`config.mk`:
```
export PLATFORM = sky130hd
export DESIGN_NAME = pifWbBridge
export DESIGN_NICKNAME = d
export VERILOG_FILES = /design/src/common/pifwb_pkg.sv /design/src/hdl/efbRespDecode.sv /design/src/wbSequencer/wbSequencer.sv /design/src/hdl/pifPortStage.sv /design/src/hdl/pifWbBridge.sv
export VERILOG_INCLUDE_DIRS = /design/src /design/src/common
export SDC_FILE = /design/constraint.sdc
export NUM_CORES = 1
export LEC_CHECK = 0
export BUFFER_PORTS_ARGS = -buffer_cell sky130_fd_sc_hd__buf_2
export CAP_MARGIN = 20
export CORE_MARGIN = 8
export CORE_UTILIZATION = 43
export DETAILED_ROUTE_END_ITERATION = 6
export PLACE_DENSITY = 0.73
export SYNTH_ARGS = -nofsm -noshare
export SYNTH_HDL_FRONTEND = slang
export SYNTH_HIERARCHICAL = 1
export SYNTH_SLANG_ARGS = --single-unit
export TNS_END_PERCENT = 10
```
`constraint.sdc`:
```
create_clock -name xclk -period 3.7 [get_ports xclk]
set_clock_uncertainty 0.05 [all_clocks]
set_input_delay 0 -clock xclk [delete_from_list [all_inputs] [get_ports xclk]]
set_output_delay 0 -clock xclk [all_outputs]
set_load 0.02 [all_outputs]
```
`src/common/pifwb_config.svh`:
```
`ifndef PIFWB_CONFIG_SVH
`define PIFWB_CONFIG_SVH

// ------------------------------
// primary I2C controller registers
// ------------------------------

// command register
`define PIF_I2C_CMDR    8'h41
// transmit data
`define PIF_I2C_TXDR    8'h44
// status
`define PIF_I2C_SR      8'h45
// receive data
`define PIF_I2C_RXDR    8'h47

// ------------------------------
// command bytes
// ------------------------------

// STA STO RD WR ACK CKSDIS rsvd rsvd
// clock stretch disabled while the controller is set up
`define PIF_CMD_CKSDIS  8'h04
// normal run with no command bits
`define PIF_CMD_RUN     8'h00

// ------------------------------
// received byte format
// ------------------------------

// payload sits below the two tag bits
`define PIF_DATA_BITS   6

// tag in bits 7:6
`define PIF_TAG_ADDR    2'b10
`define PIF_TAG_DATA    2'b01

// ------------------------------
// parallel register port
// ------------------------------

// register address is the low part of the payload
`define PIF_ADDR_W      4
// read sub-address counter width
`define PIF_SUBA_W      7

`endif

```
`src/common/pifwb_pkg.sv`:
```
package pifwb_pkg;

    `include "pifwb_config.svh"

    // ------------------------------
    // wishbone
    // ------------------------------

    // master to slave
    typedef struct packed {
        logic       cyc;
        logic       stb;
        logic       we;
        logic [7:0] adr;
        logic [7:0] dat;
    } wbReq_t;

    // slave to master
    typedef struct packed {
        logic       ack;
        logic [7:0] dat;
    } wbRsp_t;

    // ------------------------------
    // decoded controller data
    // ------------------------------

    // SR layout is TIP BUSY RARC SRW ARBL TRRDY TROE HGC
    typedef struct packed {
        logic tip;
        logic busy;
        logic rarc;
        logic srw;
        logic trrdy;
        logic troe;
    } efbStatus_t;

    // one byte from RXDR split by its tag
    typedef struct packed {
        logic                      isAddr;
        logic                      isData;
        logic [`PIF_DATA_BITS-1:0] payload;
    } rxByte_t;

    // ------------------------------
    // port side
    // ------------------------------

    typedef struct packed {
        logic                      pWr;
        logic [`PIF_ADDR_W-1:0]    rwAddr;
        logic                      rdFinished;
        logic [`PIF_SUBA_W-1:0]    rdSubA;
        logic [`PIF_DATA_BITS-1:0] wrData;
    } pifPort_t;

    // sequencer events towards the port stage
    typedef struct packed {
        logic    rxVld;
        rxByte_t rxByte;
        logic    txDone;
    } seqEvent_t;

endpackage

```
`src/hdl/efbRespDecode.sv`:
```
`timescale 1ns/1ps

`include "pifwb_config.svh"

module efbRespDecode
    import pifwb_pkg::*;
(
    input  logic       xclk,
    input  logic       sys_rst,
    input  wbReq_t     wbReq_i,
    input  wbRsp_t     wbRsp_i,
    output logic       statusVld_o,
    output efbStatus_t status_o,
    output logic       rxVld_o,
    output rxByte_t    rxByte_o
);

    logic hitSr;
    logic hitRxdr;
    logic rdAck;

    // ------------------------------
    // address hits
    // ------------------------------

    // address is stable a cycle before strobe so the hit is ready by ack
    always_ff @(posedge xclk or negedge sys_rst) begin
        if (!sys_rst) begin
            hitSr   <= 1'b0;
            hitRxdr <= 1'b0;
        end else begin
            hitSr   <= (wbReq_i.adr == `PIF_I2C_SR);
            hitRxdr <= (wbReq_i.adr == `PIF_I2C_RXDR);
        end
    end

    // ------------------------------
    // read data decode
    // ------------------------------

    assign rdAck = wbRsp_i.ack & wbReq_i.cyc & wbReq_i.stb & ~wbReq_i.we;

    assign statusVld_o = rdAck & hitSr;
    assign rxVld_o     = rdAck & hitRxdr;

    // SR bit 3 (ARBL) and bit 0 (HGC) are not needed by a slave
    assign status_o.tip   = wbRsp_i.dat[7];
    assign status_o.busy  = wbRsp_i.dat[6];
    assign status_o.rarc  = wbRsp_i.dat[5];
    assign status_o.srw   = wbRsp_i.dat[4];
    assign status_o.trrdy = wbRsp_i.dat[2];
    assign status_o.troe  = wbRsp_i.dat[1];

    // tag on top, payload below
    assign rxByte_o.isAddr  = (wbRsp_i.dat[7:`PIF_DATA_BITS] == `PIF_TAG_ADDR);
    assign rxByte_o.isData  = (wbRsp_i.dat[7:`PIF_DATA_BITS] == `PIF_TAG_DATA);
    assign rxByte_o.payload = wbRsp_i.dat[`PIF_DATA_BITS-1:0];

endmodule

```
`src/wbSequencer/wbSequencer.sv`:
```
`timescale 1ns/1ps

`include "pifwb_config.svh"

module wbSequencer
    import pifwb_pkg::*;
(
    input  logic       xclk,
    input  logic       sys_rst,
    input  logic       statusVld_i,
    input  efbStatus_t status_i,
    input  logic       rxVld_i,
    input  rxByte_t    rxByte_i,
    input  logic [7:0] xo_i,
    input  logic       wbAck_i,
    output wbReq_t     wbReq_o,
    output seqEvent_t  event_o
);

    typedef enum logic [3:0] {
        sStart,
        sInit1,
        sInit2,
        sInit3,
        sInit4,
        sIdle,
        sIdleChk,
        sWaitTr,
        sRxDone,
        sTxDone,
        sWr,
        sRd
    } seqState_t;

    seqState_t state;
    seqState_t retState;

    // flags from the last status read
    logic busy;
    logic txReady;
    logic rxReady;
    logic lastNak;

    logic ackSeen;

    // ack only counts while our strobe is out
    assign ackSeen = wbAck_i & wbReq_o.cyc & wbReq_o.stb;

    // ------------------------------
    // status flags
    // ------------------------------

    always_ff @(posedge xclk or negedge sys_rst) begin
        if (!sys_rst) begin
            busy    <= 1'b0;
            txReady <= 1'b0;
            rxReady <= 1'b0;
            lastNak <= 1'b0;
        end else if (statusVld_i) begin
            busy    <= status_i.busy;
            // master wants a byte and the shift register is free
            txReady <= status_i.busy & status_i.trrdy & status_i.srw & ~status_i.tip;
            // byte waiting in RXDR
            rxReady <= status_i.busy & status_i.trrdy & ~status_i.srw;
            lastNak <= status_i.busy & status_i.rarc;
        end
    end

    // ------------------------------
    // sequencer
    // ------------------------------

    // address and data go out one cycle ahead of cyc/stb
    always_ff @(posedge xclk or negedge sys_rst) begin
        if (!sys_rst) begin
            state    <= sStart;
            retState <= sStart;
            wbReq_o  <= '0;
            event_o  <= '0;
        end else begin
            event_o.rxVld  <= 1'b0;
            event_o.txDone <= 1'b0;

            case (state)
                // stop clock stretching during setup
                sStart: begin
                    wbReq_o.adr <= `PIF_I2C_CMDR;
                    wbReq_o.dat <= `PIF_CMD_CKSDIS;
                    retState    <= sInit1;
                    state       <= sWr;
                end
                sInit1: begin
                    wbReq_o.adr <= `PIF_I2C_SR;
                    wbReq_o.dat <= 8'h00;
                    retState    <= sInit2;
                    state       <= sRd;
                end
                // poll SR until the bus is quiet then flush RXDR
                sInit2: begin
                    if (!busy) begin
                        wbReq_o.adr <= `PIF_I2C_RXDR;
                        retState    <= sInit3;
                    end else begin
                        wbReq_o.adr <= `PIF_I2C_SR;
                        retState    <= sInit2;
                    end
                    state <= sRd;
                end
                // second dummy RXDR read
                sInit3: begin
                    wbReq_o.adr <= `PIF_I2C_RXDR;
                    retState    <= sInit4;
                    state       <= sRd;
                end
                sInit4: begin
                    wbReq_o.adr <= `PIF_I2C_CMDR;
                    wbReq_o.dat <= `PIF_CMD_RUN;
                    retState    <= sIdle;
                    state       <= sWr;
                end
                sIdle: begin
                    wbReq_o.adr <= `PIF_I2C_SR;
                    wbReq_o.dat <= 8'h00;
                    retState    <= sIdleChk;
                    state       <= sRd;
                end
                // once busy shows up read SR once more and decide
                sIdleChk: begin
                    wbReq_o.adr <= `PIF_I2C_SR;
                    retState    <= busy ? sWaitTr : sIdleChk;
                    state       <= sRd;
                end
                sWaitTr: begin
                    if (lastNak) begin
                        state <= sStart;
                    end else if (txReady) begin
                        wbReq_o.adr <= `PIF_I2C_TXDR;
                        wbReq_o.dat <= xo_i;
                        retState    <= sTxDone;
                        state       <= sWr;
                    end else if (rxReady) begin
                        wbReq_o.adr <= `PIF_I2C_RXDR;
                        retState    <= sRxDone;
                        state       <= sRd;
                    end else if (!busy) begin
                        // transaction gone without a byte
                        state <= sStart;
                    end else begin
                        wbReq_o.adr <= `PIF_I2C_SR;
                        retState    <= sWaitTr;
                        state       <= sRd;
                    end
                end
                sRxDone: state <= sIdle;
                sTxDone: state <= sIdle;
                // shared write cycle
                sWr: begin
                    if (ackSeen) begin
                        wbReq_o.cyc <= 1'b0;
                        wbReq_o.stb <= 1'b0;
                        wbReq_o.we  <= 1'b0;
                        state       <= retState;
                        if (retState == sTxDone) begin
                            event_o.txDone <= 1'b1;
                        end
                    end else begin
                        wbReq_o.cyc <= 1'b1;
                        wbReq_o.stb <= 1'b1;
                        wbReq_o.we  <= 1'b1;
                    end
                end
                // shared read cycle
                sRd: begin
                    if (ackSeen) begin
                        wbReq_o.cyc <= 1'b0;
                        wbReq_o.stb <= 1'b0;
                        state       <= retState;
                        // init flush reads are not reported
                        if (rxVld_i && retState == sRxDone) begin
                            event_o.rxVld  <= 1'b1;
                            event_o.rxByte <= rxByte_i;
                        end
                    end else begin
                        wbReq_o.cyc <= 1'b1;
                        wbReq_o.stb <= 1'b1;
                    end
                end
                default: state <= sStart;
            endcase
        end
    end

endmodule

```
`src/hdl/pifPortStage.sv`:
```
`timescale 1ns/1ps

`include "pifwb_config.svh"

module pifPortStage
    import pifwb_pkg::*;
(
    input  logic      xclk,
    input  logic      sys_rst,
    input  seqEvent_t event_i,
    output pifPort_t  pif_o
);

    // current register address and read pointer
    logic [`PIF_ADDR_W-1:0] rwAddr;
    logic [`PIF_SUBA_W-1:0] rdSubAddr;

    // first register stage of the port
    pifPort_t pifLoc;

    logic addrEvt;
    logic dataEvt;

    assign addrEvt = event_i.rxVld & event_i.rxByte.isAddr;
    assign dataEvt = event_i.rxVld & event_i.rxByte.isData;

    // ------------------------------
    // address tracking
    // ------------------------------

    // untagged bytes leave everything as it is
    always_ff @(posedge xclk or negedge sys_rst) begin
        if (!sys_rst) begin
            rwAddr    <= '0;
            rdSubAddr <= '0;
        end else if (addrEvt) begin
            rwAddr    <= event_i.rxByte.payload[`PIF_ADDR_W-1:0];
            rdSubAddr <= '0;
        end else if (event_i.txDone) begin
            // wraps at the counter width
            rdSubAddr <= rdSubAddr + 1'b1;
        end
    end

    // ------------------------------
    // local port value
    // ------------------------------

    always_ff @(posedge xclk or negedge sys_rst) begin
        if (!sys_rst) begin
            pifLoc <= '0;
        end else begin
            pifLoc.pWr        <= dataEvt;
            pifLoc.rdFinished <= event_i.txDone;
            pifLoc.rwAddr     <= rwAddr;
            pifLoc.rdSubA     <= rdSubAddr;
            // data holds until the next data byte
            if (dataEvt) begin
                pifLoc.wrData <= event_i.rxByte.payload;
            end
        end
    end

    // ------------------------------
    // output register
    // ------------------------------

    always_ff @(posedge xclk or negedge sys_rst) begin
        if (!sys_rst) begin
            pif_o <= '0;
        end else begin
            pif_o <= pifLoc;
        end
    end

endmodule

```
`src/hdl/pifWbBridge.sv`:
```
`timescale 1ns/1ps

// I2C slave controller to parallel register port
module pifWbBridge
    import pifwb_pkg::*;
(
    input  logic       xclk,
    input  logic       sys_rst,
    input  wbRsp_t     wbRsp_i,
    input  logic [7:0] xo_i,
    output wbReq_t     wbReq_o,
    output pifPort_t   pif_o
);

    logic       statusVld;
    efbStatus_t status;
    logic       rxVld;
    rxByte_t    rxByte;
    seqEvent_t  seqEvent;

    // read data decode from the controller
    efbRespDecode efbRespDecode_i (
        .xclk        (xclk),
        .sys_rst     (sys_rst),
        .wbReq_i     (wbReq_o),
        .wbRsp_i     (wbRsp_i),
        .statusVld_o (statusVld),
        .status_o    (status),
        .rxVld_o     (rxVld),
        .rxByte_o    (rxByte)
    );

    // wishbone master
    wbSequencer wbSequencer_i (
        .xclk        (xclk),
        .sys_rst     (sys_rst),
        .statusVld_i (statusVld),
        .status_i    (status),
        .rxVld_i     (rxVld),
        .rxByte_i    (rxByte),
        .xo_i        (xo_i),
        .wbAck_i     (wbRsp_i.ack),
        .wbReq_o     (wbReq_o),
        .event_o     (seqEvent)
    );

    // register port outputs
    pifPortStage pifPortStage_i (
        .xclk    (xclk),
        .sys_rst (sys_rst),
        .event_i (seqEvent),
        .pif_o   (pif_o)
    );

endmodule

```
Word level (Yosys, flattened, before mapping) --
Index checks and enable logic that the tools add are counted.
Storage, ports and cells: register bits after elaboration 92, bits of input ports 19, output and inout port bits 38, logic and storage cells 116
Cells by class: add/subtract/negate cells 1, equal/unequal tests 21, mux-type cells 32, bitwise logic cells 15, reduce and logical (&&, ||, !) cells 17
Operator list (number):
- case mux 8 bit (5 select lines) | 1
- 2-to-1 mux 4 bit | 9
- 2-to-1 mux 8 bit | 4
- case mux 4 bit (8 select lines) | 1
- 2-to-1 mux 9 bit | 3
- == test 4 bit (second input constant) | 6
- case mux 8 bit (3 select lines) | 1
- case mux 4 bit (5 select lines) | 1
- == test 4 x 3 -> 1 bit (second input constant) | 4
- == test 8 x 7 -> 1 bit (second input constant) | 2
- 2-to-1 mux 16 bit | 1
- 2-to-1 mux 7 bit | 2
- AND 1 bit | 12
- AND reduction 3 bit | 4
- == test 4 x 2 -> 1 bit (second input constant) | 2
- nonzero test 8 bit | 1
- adder 7 x 1 -> 7 bit (second input constant) | 1
- OR reduction 2 bit | 3
- OR reduction 3 bit | 2
- 2-to-1 mux 1 bit | 5
- nonzero test 5 bit | 1
- OR reduction 5 bit | 1
- == test 4 x 1 -> 1 bit (second input constant) | 1
- zero test 4 bit | 1
- 12 further kinds | 17

Longest topological paths before layout --
word-level depth 8, depth in mapped cells 6, mapped depth without buffers 4

By module --
The synthesis kept the hierarchy.
Modules (own cells, without submodules):
- wbSequencer | instances 1, cells each 161, area each 1714.1 µm², seq. area each 900.9 µm²
- pifPortStage | instances 1, cells each 96, area each 1521.5 µm², seq. area each 1226.2 µm²
- efbRespDecode | instances 1, cells each 24, area each 219.0 µm², seq. area each 50.0 µm²

Least setup slack after synthesis --
OpenSTA, ideal clock, no wires.
path type register to register, start register wbSequencer_i/wbReq_o[18] (netlist name), end register wbSequencer_i/event_o[2] (netlist name), setup time 125 ps, arrival 1563 ps, data required time 3525 ps, setup slack 1961 ps, cell stages (with the launch flop) 6, buffers on the path 1, clock period less this slack 1739 ps, cells stage by stage dfrtp_1 > buf_4 > and4b_1 > and2_1 > nand4b_4 > mux2_4
On the way: cells in the longest elaborated chain, start to end 6
RTL lines:
- AND 1 bit (3 in a row) | RTL line efbRespDecode.sv:41 | assign rdAck = wbRsp_i.ack & wbReq_i.cyc & wbReq_i.stb & ~wbReq_i.we;
- AND 1 bit | RTL line efbRespDecode.sv:44 | assign rxVld_o = rdAck & hitRxdr;
- via rxVld | RTL line pifWbBridge.sv:17 | logic rxVld;
- logical AND 1 bit | RTL line wbSequencer.sv:179 | if (rxVld_i && retState == sRxDone) begin
- AND reduction 3 bit (no line)
- end: declaration | RTL line wbSequencer.sv:17 | output seqEvent_t event_o
The timed path passes the listed nets, and every way through them passes these cells. A chain may end at the register's enable or synchronous reset.

Worst setup path after layout --
start register wbSequencer_i.state[0], end register wbSequencer_i/wbReq_o[2] (netlist name)
On the way: cells in the longest elaborated chain, start to end 4, elaborated cells between the ends (all ways) 11, classes of those cells eq/ne (6); mux (1); reduce/logical (4)
RTL lines:
- start: declaration | RTL line wbSequencer.sv:35 | seqState_t state;
- start signal: assignment | RTL line wbSequencer.sv:76 | state <= sStart;
- start signal: assignment | RTL line wbSequencer.sv:90 | state <= sWr;
- start signal: assignment | RTL line wbSequencer.sv:96 | state <= sRd;
- == test 4 x 1 -> 1 bit / == test 4 x 3 -> 1 bit (equally long branches) | RTL line wbSequencer.sv:84 | case (state)
- OR reduction 3 bit (no line)
- nonzero test 3 bit (no line)
- AND reduction 3 bit (no line)
Several ways; a longest one is shown, not always the timed one.

==> flow_summary.yaml <==
status:
  status: "completed"
final_layout:
  fin_cells: 447
  syn_to_final_growth_pct: 18.19
  mostFrequentLayoutCells: "dfrtp_1, buf_2, nand2_1, o21ai_0"
  nFillCells: 696
  fin_util: 0.5245
  nets: 361
  final_common_cell: "dfrtp_1"
  post-route-cell-area_um2: 4074
  drive_gt1_frac: 0.2957
  diodes: 0
placed_design:
  dp_slack_ns: 1.978
  place_inst: 414
  post_dp_cell_area_um2: 3684
  place_congestion: 0.8765
  dp_hpwl_um: 4462
  numPortBuffers: 52
detailed_routing:
  drtIter0Drc: 140
  drcViolationCount: 0
  routed_wl_um: 6425
  firstDrtPassIters: 4
  viasPerCell: 4.917
  wl_per_cell_um: 14.37
  vias: 2198
  drtAntennaViolNets: 0
yosys:
  synth_area_per_cell_um2: 12.31
  synth-warning-count: 6
  syn-cell-area_um2: 3447
  synthCells: 280
setup_path:
  arrival_ns: 1.93
  rr_startpoint: "wbSequencer_i/state[0]"
  start_kind: "flip-flop"
  cp_data_required_time_ns: 3.89
  cp-end-kind: "flip-flop"
  crit_start: "wbSequencer_i/state[0]"
  r2r_cells: 4
  critPathMaxFanout: 16
  reg2reg_to: "wbSequencer_i/wbReq_o[2]"
  critical_path_class: "reg2reg"
  rrSetupSlack_ns: 1.97
grt:
  antenna_found_initial: 0
  grt_max_degree: 88
  grt.total_usage: 0.1213
  grt_pass1_vias: 2260
  grt_overflow: 0
  grt_pass1_wl_um: 10940
sta:
  rsz0062_at_grt: "false"
  worstMarginPinSlew_ns: 0.5744
  setup_viol: 0
  hold_viol: 0
  slew_headroom: 0.6170
  period_needed_ns: 1.733
  setup_slack_ns: 1.967
  achievable-frequency_mhz: 577.0
  final.setup.tns_ns: 0
  period_share: 0.4684
  drv_slew: 0
die:
  rows: 32
  chipWidth_um: 105.5
  initial_utilization: 0.4438
  design.core.area_um2: 7767
  die_h_um: 105.5
  io_pins: 57
  die_area_um2: 11140
cts:
  cts_sinks: 87
  cts_tree: "done"
  ctsResizeCount: 0
  clk_pin_slew_ns: 0.08
  cts_inserted_buffers: 9
  root_buffer: "clkbuf_8"
  htreeDepth: 3
  cts.path.max_buffers: 2
  clock_latency_ns: 0.34
min_path:
  hold_path_class: "in2async"
run:
  cap_violations: 0
power:
  power_density_nw_per_um2: 577.7
  ir_drop_mv: 0.2679
  p_leak_uw: 0.002113
-- registers in the layout (all words and copies together), names as in the netlist --
register,flops
wbSequencer_i/state,4
wbSequencer_i/rxReady,1
efbRespDecode_i/hitRxdr,1
wbSequencer_i/event_o,10
pifPortStage_i/pifLoc,19
pifPortStage_i/rwAddr,4
wbSequencer_i/wbReq_o,14
efbRespDecode_i/hitSr,1
pifPortStage_i/pif_o,19
wbSequencer_i/txReady,1
wbSequencer_i/retState,4
pifPortStage_i/rdSubAddr,7
wbSequencer_i/lastNak,1
wbSequencer_i/busy,1
-- critical path, cell delays in order (launching register included) --
cell and delay [ns]:
dfrtp_1 0.52, and4b_2 0.32, o21ai_2 0.46, a221oi_1 0.10
a21o_1 0.18
-- cell type report --
class | instances | area, um2 | share of cell area
inverters | 11 | 46.29 | 0.01136
flip-flops and latches | 87 | 2177 | 0.5344
repair buffers | 70 | 460.4 | 0.1130
clock buffers | 9 | 123.9 | 0.03041
multi-input cells | 162 | 1070 | 0.2626
clock inverters | 6 | 68.82 | 0.01689
well taps | 102 | 127.6 | 0.03133
-- power breakdown --
group / internal [uW] / switching, uW
sequential: 1040 / 149
combinational: 214 / 313
clock: 313 / 326
total: 1560 / 789
-- timing repair --
item / CTS / global route
hold buffers: 17 / 0
endpoints found under the hold margin: 106 / 0
endpoints found under the setup margin: 0 / 0
buffers inserted: 0 / 0
-- metal layers --
layer  up-vias  GRT usage  share of wire
li1       1057          -              -
met1      1066     0.1586           0.47
met2        65     0.1790           0.45
met3        10    0.03715          0.065
met4         0    0.06030          0.016
met5         -          0              0
-- per-stage QoR --
stage	power (uW)	hold slack, ns
4_1_cts	2378	0.08957
5_1_grt	2490	0.1263
3_3_place_gp	1698	0.1897
6_report	2353	0.08809
3_5_place_dp	1712	0.1918
2_1_floorplan	1578	-0.3456
-- worst max-delay path by stage --
| stage | slack (ns) | cells past startpoint | to |
|---|---|---|---|
| final | 1.97 | 4 | wbSequencer_i/wbReq_o[2] |
| after global routing | 1.81 | 4 | wbSequencer_i/wbReq_o[4] |
| after CTS | 1.98 | 4 | wbSequencer_i/wbReq_o[2] |
| after detailed placement | 1.98 | 4 | wbSequencer_i/wbReq_o[2] |
| after global placement | 2.03 | 4 | wbSequencer_i/wbReq_o[2] |
| after floorplan | 1.96 | 5 | wbSequencer_i/event_o[2] |
(Power assumes the default switching activity.)
